$ cat src/mips_pkg.sv
////////////////////////////////////////
// shared types for the bus-mastering MIPS subset core
// enum encodings follow the MIPS32 opcode and funct fields
////////////////////////////////////////
package mips_pkg;

	localparam int word_width     = 32;
	localparam int reg_addr_width = 5;

	// primary opcode, only the supported subset
	typedef enum logic [5:0] {
		op_special = 6'h00,
		op_j       = 6'h02,
		op_beq     = 6'h04,
		op_bne     = 6'h05,
		op_addiu   = 6'h09,
		op_ori     = 6'h0d,
		op_lui     = 6'h0f,
		op_lb      = 6'h20,
		op_lw      = 6'h23,
		op_lbu     = 6'h24,
		op_sb      = 6'h28,
		op_sw      = 6'h2b
	} opcode_t;

	// funct field of op_special
	typedef enum logic [5:0] {
		fn_jr   = 6'h08,
		fn_addu = 6'h21,
		fn_subu = 6'h23,
		fn_and  = 6'h24,
		fn_or   = 6'h25,
		fn_xor  = 6'h26,
		fn_slt  = 6'h2a
	} funct_t;

	typedef enum logic [2:0] {
		alu_add,
		alu_sub,
		alu_and,
		alu_or,
		alu_xor,
		alu_slt,
		alu_lui
	} alu_op_t;

	typedef enum logic [2:0] {
		st_reset,
		st_fetch,
		st_execute,
		st_memory,
		st_writeback,
		st_halted
	} seq_state_t;

	typedef enum logic [1:0] {
		pc_seq,
		pc_branch,
		pc_jump,
		pc_reg
	} pc_sel_t;

	// R-type view of the instruction word
	typedef struct packed {
		logic [5:0] opcode;
		logic [4:0] rs;
		logic [4:0] rt;
		logic [4:0] rd;
		logic [4:0] shamt;
		logic [5:0] funct;
	} instr_fields_t;

	// I/J-type view, jump target is {target_hi, imm}
	typedef struct packed {
		logic [5:0]  opcode;
		logic [9:0]  target_hi;
		logic [15:0] imm;
	} instr_imm_t;

	typedef struct packed {
		alu_op_t alu_op;
		logic    use_imm;
		logic    zero_extend;
		logic    reg_write;
		logic    dest_is_rd;
		logic    mem_to_reg;
		logic    load_byte;
		logic    load_unsigned;
		logic    store_byte;
		logic    branch_if_equal;
		pc_sel_t pc_sel;
	} ctrl_t;

endpackage
$ cat src/mips_cpu_bus.sv
////////////////////////////////////////
// one instruction at a time, no delay slot
// shared Avalon bus, word aligned address out
////////////////////////////////////////
`timescale 1ns/1ps

module mips_cpu_bus #(
	parameter logic [31:0] RESET_VECTOR = 32'hBFC00000
) (
	input  logic                             clk,
	input  logic                             reset,
	output logic                             active,
	output logic [mips_pkg::word_width-1:0]  register_v0,
	output logic [mips_pkg::word_width-1:0]  address,
	output logic                             write,
	output logic                             read,
	input  logic                             waitrequest,
	output logic [mips_pkg::word_width-1:0]  writedata,
	output logic [3:0]                       byteenable,
	input  logic [mips_pkg::word_width-1:0]  readdata
);
	import mips_pkg::*;

	instr_fields_t             instr;
	instr_imm_t                instr_imm;
	ctrl_t                     ctrl;
	logic                      address_sel;
	logic                      pc_update;
	logic                      reg_write_en;
	logic                      data_load;
	logic                      branch_taken;
	logic                      operands_equal;
	logic [word_width-1:0]     pc;
	logic [word_width-1:0]     rs_data;
	logic [word_width-1:0]     rt_data;
	logic [word_width-1:0]     alu_result;
	logic [word_width-1:0]     load_result;
	logic [word_width-1:0]     write_data;
	logic [reg_addr_width-1:0] write_addr;

	// same word seen through the immediate/target layout
	assign instr_imm = instr;

	// data phase uses the alu address, lane picked by byteenable
	assign address = address_sel ? {alu_result[word_width-1:2], 2'b00} : pc;

	// register write port muxes
	assign write_addr = ctrl.dest_is_rd ? instr.rd : instr.rt;
	assign write_data = ctrl.mem_to_reg ? load_result : alu_result;

	bus_sequencer u_sequencer (
		.clk(clk), .reset(reset), .waitrequest(waitrequest), .readdata(readdata),
		.operands_equal(operands_equal), .pc(pc), .rs_data(rs_data),
		.instr(instr), .ctrl(ctrl), .read(read), .write(write),
		.address_sel(address_sel), .pc_update(pc_update), .reg_write_en(reg_write_en),
		.data_load(data_load), .branch_taken(branch_taken), .active(active)
	);

	program_counter #(.RESET_VECTOR(RESET_VECTOR)) u_pc (
		.clk(clk), .reset(reset), .pc_update(pc_update), .pc_sel(ctrl.pc_sel),
		.branch_taken(branch_taken), .instr(instr_imm), .rs_data(rs_data), .pc(pc)
	);

	register_file u_regs (
		.clk(clk), .reset(reset), .write_en(reg_write_en), .write_addr(write_addr),
		.write_data(write_data), .rs_addr(instr.rs), .rt_addr(instr.rt),
		.rs_data(rs_data), .rt_data(rt_data), .register_v0(register_v0)
	);

	alu u_alu (
		.clk(clk), .reset(reset), .ctrl(ctrl), .instr(instr_imm), .rs_data(rs_data),
		.rt_data(rt_data), .alu_result(alu_result), .operands_equal(operands_equal)
	);

	byte_lanes u_lanes (
		.clk(clk), .reset(reset), .data_load(data_load), .ctrl(ctrl),
		.byte_offset(alu_result[1:0]), .rt_data(rt_data), .readdata(readdata),
		.byteenable(byteenable), .writedata(writedata), .load_result(load_result)
	);

endmodule

$ cat src/register_file.sv
////////////////////////////////////////
// async read, one write port, $0 reads zero
////////////////////////////////////////
`timescale 1ns/1ps

module register_file (
	input  logic                                clk,
	input  logic                                reset,
	input  logic                                write_en,
	input  logic [mips_pkg::reg_addr_width-1:0] write_addr,
	input  logic [mips_pkg::word_width-1:0]     write_data,
	input  logic [mips_pkg::reg_addr_width-1:0] rs_addr,
	input  logic [mips_pkg::reg_addr_width-1:0] rt_addr,
	output logic [mips_pkg::word_width-1:0]     rs_data,
	output logic [mips_pkg::word_width-1:0]     rt_data,
	output logic [mips_pkg::word_width-1:0]     register_v0
);
	import mips_pkg::*;

	logic [word_width-1:0] regs [2**reg_addr_width];

	always_ff @(posedge clk or posedge reset) begin
		if (reset) begin
			for (int i = 0; i < 2**reg_addr_width; i++)
				regs[i] <= '0;
		end else if (write_en && (write_addr != '0)) begin
			// $0 never written so stays zero
			regs[write_addr] <= write_data;
		end
	end

	assign rs_data = regs[rs_addr];
	assign rt_data = regs[rt_addr];

	// v0 straight from the array
	assign register_v0 = regs[2];

endmodule

$ cat src/program_counter.sv
////////////////////////////////////////
// next pc applied only in writeback
////////////////////////////////////////
`timescale 1ns/1ps

module program_counter #(
	parameter logic [31:0] RESET_VECTOR = 32'hBFC00000
) (
	input  logic                            clk,
	input  logic                            reset,
	input  logic                            pc_update,
	input  mips_pkg::pc_sel_t               pc_sel,
	input  logic                            branch_taken,
	input  mips_pkg::instr_imm_t            instr,
	input  logic [mips_pkg::word_width-1:0] rs_data,
	output logic [mips_pkg::word_width-1:0] pc
);
	import mips_pkg::*;

	logic [word_width-1:0] pc_plus4;
	logic [word_width-1:0] branch_target;
	logic [word_width-1:0] jump_target;
	logic [word_width-1:0] pc_next;

	assign pc_plus4 = pc + word_width'(4);
	// word offset relative to pc+4
	assign branch_target = pc_plus4 + {{14{instr.imm[15]}}, instr.imm, 2'b00};
	// region bits kept from pc+4
	assign jump_target = {pc_plus4[31:28], instr.target_hi, instr.imm, 2'b00};

	always_comb begin
		case (pc_sel)
			pc_branch: pc_next = branch_taken ? branch_target : pc_plus4;
			pc_jump:   pc_next = jump_target;
			pc_reg:    pc_next = rs_data;
			default:   pc_next = pc_plus4;
		endcase
	end

	always_ff @(posedge clk or posedge reset) begin
		if (reset)
			pc <= RESET_VECTOR;
		else if (pc_update)
			pc <= pc_next;
	end

endmodule

$ cat src/bus_sequencer.sv
////////////////////////////////////////
// read/write held until waitrequest falls
// ctrl is all zero outside execute..writeback
////////////////////////////////////////
`timescale 1ns/1ps

module bus_sequencer (
	input  logic                            clk,
	input  logic                            reset,
	input  logic                            waitrequest,
	input  logic [mips_pkg::word_width-1:0] readdata,
	input  logic                            operands_equal,
	input  logic [mips_pkg::word_width-1:0] pc,
	input  logic [mips_pkg::word_width-1:0] rs_data,
	output mips_pkg::instr_fields_t         instr,
	output mips_pkg::ctrl_t                 ctrl,
	output logic                            read,
	output logic                            write,
	output logic                            address_sel,
	output logic                            pc_update,
	output logic                            reg_write_en,
	output logic                            data_load,
	output logic                            branch_taken,
	output logic                            active
);
	import mips_pkg::*;

	seq_state_t            state;
	seq_state_t            state_next;
	logic                  instr_load;
	logic                  decoding;
	logic                  is_store;
	logic                  halt_now;
	logic [word_width-1:0] pc_plus4;

	// instruction register, loaded as the fetch completes
	assign instr_load = (state == st_fetch) && !waitrequest;
	always_ff @(posedge clk or posedge reset) begin
		if (reset)
			instr <= '0;
		else if (instr_load)
			instr <= readdata;
	end

	// only decode while the instruction register is valid
	assign decoding = (state == st_execute) || (state == st_memory) ||
		(state == st_writeback);

	always_comb begin
		ctrl = '0;
		is_store = 1'b0;
		if (decoding) begin
			case (opcode_t'(instr.opcode))
				op_special: begin
					ctrl.reg_write = 1'b1;
					ctrl.dest_is_rd = 1'b1;
					case (funct_t'(instr.funct))
						fn_addu: ctrl.alu_op = alu_add;
						fn_subu: ctrl.alu_op = alu_sub;
						fn_and:  ctrl.alu_op = alu_and;
						fn_or:   ctrl.alu_op = alu_or;
						fn_xor:  ctrl.alu_op = alu_xor;
						fn_slt:  ctrl.alu_op = alu_slt;
						fn_jr: begin
							ctrl.reg_write = 1'b0;
							ctrl.pc_sel = pc_reg;
						end
						// unknown funct is a plain pc+4
						default: ctrl.reg_write = 1'b0;
					endcase
				end
				op_j: ctrl.pc_sel = pc_jump;
				op_beq: begin
					ctrl.pc_sel = pc_branch;
					ctrl.branch_if_equal = 1'b1;
				end
				op_bne: ctrl.pc_sel = pc_branch;
				op_addiu: begin
					ctrl.use_imm = 1'b1;
					ctrl.reg_write = 1'b1;
				end
				op_ori: begin
					ctrl.alu_op = alu_or;
					ctrl.use_imm = 1'b1;
					ctrl.zero_extend = 1'b1;
					ctrl.reg_write = 1'b1;
				end
				op_lui: begin
					ctrl.alu_op = alu_lui;
					ctrl.use_imm = 1'b1;
					ctrl.reg_write = 1'b1;
				end
				op_lb, op_lbu, op_lw: begin
					// address = rs + sext(imm)
					ctrl.use_imm = 1'b1;
					ctrl.reg_write = 1'b1;
					ctrl.mem_to_reg = 1'b1;
					ctrl.load_byte = (opcode_t'(instr.opcode) != op_lw);
					ctrl.load_unsigned = (opcode_t'(instr.opcode) == op_lbu);
				end
				op_sb, op_sw: begin
					ctrl.use_imm = 1'b1;
					ctrl.store_byte = (opcode_t'(instr.opcode) == op_sb);
					is_store = 1'b1;
				end
				default: ;
			endcase
		end
	end

	assign branch_taken = ctrl.branch_if_equal ? operands_equal : !operands_equal;

	// program ends on a jump to address 0
	assign pc_plus4 = pc + word_width'(4);
	assign halt_now = ((ctrl.pc_sel == pc_reg) && (rs_data == '0)) ||
		((ctrl.pc_sel == pc_jump) && (pc_plus4[31:28] == 4'h0) &&
		({instr.rs, instr.rt, instr.rd, instr.shamt, instr.funct} == '0));

	always_comb begin
		state_next = state;
		case (state)
			st_reset: state_next = st_fetch;
			st_fetch: if (!waitrequest) state_next = st_execute;
			st_execute: begin
				if (ctrl.mem_to_reg || is_store)
					state_next = st_memory;
				else
					state_next = st_writeback;
			end
			st_memory: if (!waitrequest) state_next = st_writeback;
			st_writeback: state_next = halt_now ? st_halted : st_fetch;
			st_halted: state_next = st_halted;
			default: state_next = st_reset;
		endcase
	end

	always_ff @(posedge clk or posedge reset) begin
		if (reset)
			state <= st_reset;
		else
			state <= state_next;
	end

	// bus levels and datapath enables
	assign read = (state == st_fetch) || ((state == st_memory) && ctrl.mem_to_reg);
	assign write = (state == st_memory) && is_store;
	assign address_sel = (state == st_memory);
	assign data_load = (state == st_memory) && ctrl.mem_to_reg && !waitrequest;
	assign pc_update = (state == st_writeback);
	assign reg_write_en = (state == st_writeback) && ctrl.reg_write;
	assign active = (state != st_halted);

endmodule

$ cat src/byte_lanes.sv
////////////////////////////////////////
// byteenable active high for reads and writes
// little endian lanes, byte 0 on bits 7:0
////////////////////////////////////////
`timescale 1ns/1ps

module byte_lanes (
	input  logic                            clk,
	input  logic                            reset,
	input  logic                            data_load,
	input  mips_pkg::ctrl_t                 ctrl,
	input  logic [1:0]                      byte_offset,
	input  logic [mips_pkg::word_width-1:0] rt_data,
	input  logic [mips_pkg::word_width-1:0] readdata,
	output logic [3:0]                      byteenable,
	output logic [mips_pkg::word_width-1:0] writedata,
	output logic [mips_pkg::word_width-1:0] load_result
);
	import mips_pkg::*;

	logic [word_width-1:0] load_data;
	logic [7:0]            load_byte_sel;

	// one lane for byte ops, all four otherwise
	assign byteenable = (ctrl.load_byte || ctrl.store_byte) ? (4'b0001 << byte_offset) :
		4'b1111;

	// SB puts the byte on every lane, slave takes the enabled one
	assign writedata = ctrl.store_byte ? {4{rt_data[7:0]}} : rt_data;

	// load data captured as the memory read completes
	always_ff @(posedge clk or posedge reset) begin
		if (reset)
			load_data <= '0;
		else if (data_load)
			load_data <= readdata;
	end

	always_comb begin
		case (byte_offset)
			2'd0: load_byte_sel = load_data[7:0];
			2'd1: load_byte_sel = load_data[15:8];
			2'd2: load_byte_sel = load_data[23:16];
			default: load_byte_sel = load_data[31:24];
		endcase
	end

	// LB signs, LBU zero fills, LW passes the word
	always_comb begin
		if (!ctrl.load_byte)
			load_result = load_data;
		else if (ctrl.load_unsigned)
			load_result = {24'h000000, load_byte_sel};
		else
			load_result = {{24{load_byte_sel[7]}}, load_byte_sel};
	end

endmodule

$ cat src/alu.sv
////////////////////////////////////////
// result register samples every cycle
// operands hold still from execute on
////////////////////////////////////////
`timescale 1ns/1ps

module alu (
	input  logic                            clk,
	input  logic                            reset,
	input  mips_pkg::ctrl_t                 ctrl,
	input  mips_pkg::instr_imm_t            instr,
	input  logic [mips_pkg::word_width-1:0] rs_data,
	input  logic [mips_pkg::word_width-1:0] rt_data,
	output logic [mips_pkg::word_width-1:0] alu_result,
	output logic                            operands_equal
);
	import mips_pkg::*;

	logic [word_width-1:0] imm_ext;
	logic [word_width-1:0] operand_b;
	logic [word_width-1:0] result_next;
	logic                  less_than;

	// ORI zero extends, everything else signs
	assign imm_ext = ctrl.zero_extend ? {16'h0000, instr.imm} :
		{{16{instr.imm[15]}}, instr.imm};
	assign operand_b = ctrl.use_imm ? imm_ext : rt_data;
	assign less_than = $signed(rs_data) < $signed(operand_b);

	always_comb begin
		case (ctrl.alu_op)
			alu_add: result_next = rs_data + operand_b;
			alu_sub: result_next = rs_data - operand_b;
			alu_and: result_next = rs_data & operand_b;
			alu_or:  result_next = rs_data | operand_b;
			alu_xor: result_next = rs_data ^ operand_b;
			alu_slt: result_next = {{(word_width-1){1'b0}}, less_than};
			alu_lui: result_next = {instr.imm, 16'h0000};
			default: result_next = '0;
		endcase
	end

	always_ff @(posedge clk or posedge reset) begin
		if (reset)
			alu_result <= '0;
		else
			alu_result <= result_next;
	end

	// branch compare, always rs against rt
	assign operands_equal = (rs_data == rt_data);

endmodule

$ cat config.mk
export PLATFORM = sky130hd
export DESIGN_NAME = mips_cpu_bus
export DESIGN_NICKNAME = d
export VERILOG_FILES = /design/src/mips_pkg.sv /design/src/mips_cpu_bus.sv /design/src/register_file.sv /design/src/program_counter.sv /design/src/bus_sequencer.sv /design/src/byte_lanes.sv /design/src/alu.sv
export SDC_FILE = /design/constraint.sdc
export NUM_CORES = 2
export LEC_CHECK = 0
export BUFFER_PORTS_ARGS = -buffer_cell sky130_fd_sc_hd__buf_2
export CORE_MARGIN = 2
export CORE_UTILIZATION = 64
export DETAILED_ROUTE_END_ITERATION = 12
export PLACE_DENSITY = 0.89
export RECOVER_POWER = 25
export SYNTH_ARGS = -nofsm -noshare
export SYNTH_HDL_FRONTEND = slang
export SYNTH_HIERARCHICAL = 1
export SYNTH_SLANG_ARGS = --single-unit
$ cat constraint.sdc
create_clock -name clk -period 49.5 [get_ports clk]
set_clock_uncertainty 0.05 [all_clocks]
set_input_delay 9.9 -clock clk [delete_from_list [all_inputs] [get_ports clk]]
set_output_delay 9.9 -clock clk [all_outputs]
set_load 0.01 [all_outputs]
# Word level (Yosys, flattened, before mapping)
# Cells that the tools add are included.
dict set report classes {
  n_eq_ne 39
  mux 43
  magnitude_cmp 5
  shift 1
  n_reduce_logical 33
  add_sub_neg 4
  bitwise 6
}
# operator count
set op_table {}
lappend op_table {{bitwise mux 1024 bit} 1}
lappend op_table {{2-to-1 mux 32 bit} 13}
lappend op_table {{binary-select mux 32 bit (select 5 bit)} 2}
lappend op_table {{one-hot mux 32 bit (7 select lines)} 1}
lappend op_table {{demux 32 bit (select 5 bit)} 1}
lappend op_table {{one-hot mux 32 bit (3 select lines)} 1}
lappend op_table {{equality test 6 bit (second input constant)} 11}
lappend op_table {{adder 32 bit} 2}
lappend op_table {{adder 32 x 3 -> 32 bit (second input constant)} 1}
lappend op_table {{AND 32 bit} 1}
lappend op_table {{equality test 32 bit} 1}
lappend op_table {{zero test 32 bit} 1}
lappend op_table {{less-than comparator 32 bit} 1}
lappend op_table {{bitwise OR 32 bit} 1}
lappend op_table {{subtractor 32 bit} 1}
lappend op_table {{bitwise XOR 32 bit} 1}
lappend op_table {{zero test 26 bit} 1}
lappend op_table {{equality test 6 x 4 -> 1 bit (second input constant)} 4}
lappend op_table {{one-hot mux 8 bit (3 select lines)} 1}
lappend op_table {{greater-or-equal comparator 6 bit (second input constant)} 3}
lappend op_table {{NOT 5 -> 6 bit} 3}
lappend op_table {{one-hot mux 3 bit (6 select lines)} 1}
lappend op_table {{equality test 3 bit (second input constant)} 5}
lappend op_table {{2-to-1 mux 3 bit} 5}
lappend op_table {{other kinds (33)} 68}
dict set report totals {
  wordCells 173
  input_bits 35
  regBits 1155
  output_inout_bits 103
}

# Longest topological paths before layout
dict set report depth {
  ltp_word 12
  mapped_depth 23
  ltp_nobuf 20
}

# Cells and area by module
# Netlist, hierarchy kept.
# mod area_per_inst_um2 seq_area_each_um2 instances cells_each
set by_module_without_submodules {}
lappend by_module_without_submodules {register_file 56180.1 25624.6 1 4634}
lappend by_module_without_submodules {alu 6683.9 800.8 1 877}
lappend by_module_without_submodules {program_counter 4279.1 812.0 1 552}
lappend by_module_without_submodules {byte_lanes 2118.3 800.8 1 267}
lappend by_module_without_submodules {bus_sequencer 2073.2 875.8 1 204}
lappend by_module_without_submodules {mips_cpu_bus 1121.1 0.0 1 77}

# Worst setup path before layout
# Ideal clock, no wire load.
dict set report synth_path {
  path_type {register to output}
  startpoint {reg u_sequencer.state[1]}
  endpoint {out byteenable[0]}
  arrival_time_ps 2055
  slack_ps 37495
  stages_incl_launch_ff 8
  t_required_ps 39550
  path_buffers 2
  path_cell_list {dfrtp_1 buf_6 or3b_4 nand2_1 nand2_1 nor3_1 buf_1 o22ai_1}
}
# element line_no
set synth_rtl {}
lappend synth_rtl {{start, declared} bus_sequencer.sv:28} ;# seq_state_t state;
lappend synth_rtl {{start signal, assigned} bus_sequencer.sv:139} ;# state <= st_reset;
lappend synth_rtl {{start signal, assigned} bus_sequencer.sv:141} ;# state <= state_next;
lappend synth_rtl {{end, declared} mips_cpu_bus.sv:19} ;# output logic [3:0] byteenable,

# Final worst setup path
dict set report layout_path {
  startpoint {reg, netlist name u_sequencer/instr[17]}
  endpoint {out writedata[18] (netlist bit)}
}
dict set report layout_via {
  elab_chain_cells 5
}
# element line_no
set layout_lines {}
lappend layout_lines {{NOT 5 -> 6 bit (not written as such)} register_file.sv:33} ;# assign rt_data = regs[rt_addr];
lappend layout_lines {{binary-select mux 32 bit (select 5 bit)} register_file.sv:33}
lappend layout_lines {{2-to-1 mux 32 bit (not written as such) (2 in series)} register_file.sv:33}
lappend layout_lines {{via rt_data[18]} mips_cpu_bus.sv:35} ;# logic [word_width-1:0] rt_data;
lappend layout_lines {{2-to-1 mux 32 bit} byte_lanes.sv:29} ;# assign writedata = ctrl.store_byte ? {4{rt_data[7:0]}} : rt_data;
lappend layout_lines {{end, declared} mips_cpu_bus.sv:18} ;# output logic [mips_pkg::word_width-1:0] writedata,
# The timed path passes the listed nets, and every way through them passes these cells. The select of a mux whose other input is x is not followed.

==> results_dict.tcl <==
set metrics [dict create \
    ctsHtreeMaxLevel 3 \
    violations "max-capacitance violations, max-slew violations" \
    worstSetupStartpoint "u_sequencer/instr[17]" \
    p_seq_frac 0.495 \
    num_rows 123 \
    relSlewSlack -1.77 \
    postCtsSetupBuffers 0 \
    gr-total-overflow 0 \
    wl_mm 254 \
    clk_latency_ns 0.78 \
    ys.warnings.count 6 \
    die_area_mm2 0.116 \
    dr_wl_met3_mm 35.3 \
    internal_power_mw 1.48 \
    grt_use_total 0.426 \
    switchingPower_mw 0.424 \
    reg2reg_depth 19 \
    peakVddDrop_uv 33.1 \
    holdBufCountCts 0 \
    clockPowerShare 0.493 \
    grt_max_degree 199 \
    reg2reg_to "u_pc/pc[24]" \
    largest_reg_flops 992 \
    dp.final_hpwl_mm 154 \
    final_core_util 0.682 \
    p_sw_frac 0.222 \
    leakage_nw 33.4 \
    outcome "finished, violations left" \
    critPathLaunchType "flip-flop" \
    routed.top_layer "met5" \
    cts_resized 0 \
    min_path_cells 0 \
    final_antenna_net_count 0 \
    vias 58800 \
    root_buffer "clkbuf_16" \
    tightestPinTransition_ns 4.15 \
    hold_ws_ns 0.348 \
    fin_crit_ns 16.34 \
    whs_endpoint "u_regs/regs[1021]" \
    dr_wl_met2_mm 106 \
    syn_avg_cell_area_um2 11.0 \
    hold_violations 0 \
    io_pins 138 \
    wl_met1_mm 91.3 \
    io_buffer_count 137 \
    arrival_ns 6.39 \
    die_w_um 340 \
    cp-end-kind "output pin" \
    cp_max_fo 136 \
    rsz0062_at_grt "no" \
    synth_cells 6610 \
    start_util 0.645 \
    avgViaCountPerCell 7.38 \
    regToRegStartpoint "u_sequencer/instr[22]" \
    fmax_mhz 61.2 \
    setup_viol 0 \
    cts_inserted_buffers 118 \
    gp_congestion 1.04 \
    nets 6535 \
    grt_pass1_wl_mm 373 \
    slew_viol_final 645 \
    clock_tree.buffer_depth 3 \
    crit_required_ns 39.55 \
    crit_type "flip-flop to output pin" \
    synth_area_mm2 0.0725 \
    max-cap-violations 20 \
    cts_tree "built" \
    antenna_found_initial 15 \
    min_from "u_regs/regs[1021]" \
    clock-sinks 1155 \
    hp-class "flip-flop to flip-flop" \
    tns_ns 0 \
    r2r_slack_ns 38.64 \
    route.detailed.drc 0 \
    first_pass_iters 8 \
    routedWlPerCell_um 31.9 \
    drtIter0Drc 8041 \
    regMostFlops "u_regs/regs" \
    grt_pass1_vias 58200 \
    finalInstanceArea_mm2 0.0767 \
    layout-drive-gt1-share 0.251 \
    power_density_mw_per_mm2 24.9 \
    coreArea_mm2 0.112 \
    path_clk_slew_ns 0.06 \
    syn_nets 6783 \
    die_y_um 340 \
    post-route-period-util 0.330 \
    syn_to_final_growth_pct 5.80 \
    dpl_cell_area_mm2 0.0727 \
    p_comb_frac 0.012 \
]
==> power by group through the flow <==
stage	logic, mW	clock network (mW)	registers [mW]
2_1_floorplan	0.0138	0	0.963
3_3_place_gp	0.0223	0	0.961
3_5_place_dp	0.0227	0	0.961
4_1_cts	0.0227	0.943	0.944
5_1_grt	0.0256	0.981	0.944
6_report	0.0220	0.941	0.944
==> final cells by class <==
type                    count  area, µm²
repair buffers            253       1620
fillers                  7714      35700
diodes                      3       7.51
well taps                1500       1880
clock inverters            37        548
inverters                 177        672
flip-flops and latches   1155      28900
clock buffers             179       3540
multi-input cells        4657      39500
==> cells in the final DEF, fill, tap and decap left out, drive strengths merged, types with 20 or more instances in the layout <==
master and count:
a211oi 20, a22o 131, a22oi 201, mux2i 1085, nand3 227, o22ai 39
clkinv 24, inv 180, buf 240, nand4 25, nor2 148, a21o 37
nor4 35, a31oi 86, o21a 34, clkbuf 192, o21ai 162, mux2 1110
a21oi 333, ha 135, nand2 357, dfrtp 1146, nand2b 31, xnor2 57
xor2 56, nor3 106
==> worst max-delay path, stage by stage, from the launching register on <==
cell     delay [ns]
dfrtp_4        0.95
buf_4          0.75
buf_12         0.74
buf_4          0.97
mux2i_1        0.22
a22o_1         0.31
nor3_1         0.35
a31oi_1        0.11
nand3_1        0.32
inv_1          0.14
o21ai_0        0.21
buf_2          0.17
==> how the worst max path moves through the flow <==
| stage | cells after the start | to |
|---|---|---|
| after CTS | 11 | writedata[15] |
| after floorplan | 1 | u_regs/register_v0[0] |
| after global routing | 11 | writedata[15] |
| after detailed placement | 11 | writedata[15] |
| final | 11 | writedata[18] |
| after global placement | 11 | writedata[15] |
==> per-layer routing <==
metal,up-vias,track usage
li1,23600,-
met4,22,0.306
met1,29100,0.530
met3,1447,0.163
met5,-,0
met2,4549,0.606
==> metrics by stage <==
stage	std cells	power (mW)	setup WS [ns]
2_1_floorplan	6610	0.977	10.73
4_1_cts	7958	1.91	33.49
3_5_place_dp	7742	0.984	34.36
3_3_place_gp	7742	0.984	34.39
5_1_grt	7958	1.95	33.23
6_report	7961	1.91	33.16
Note: power is estimated with default switching activity, not from simulation.
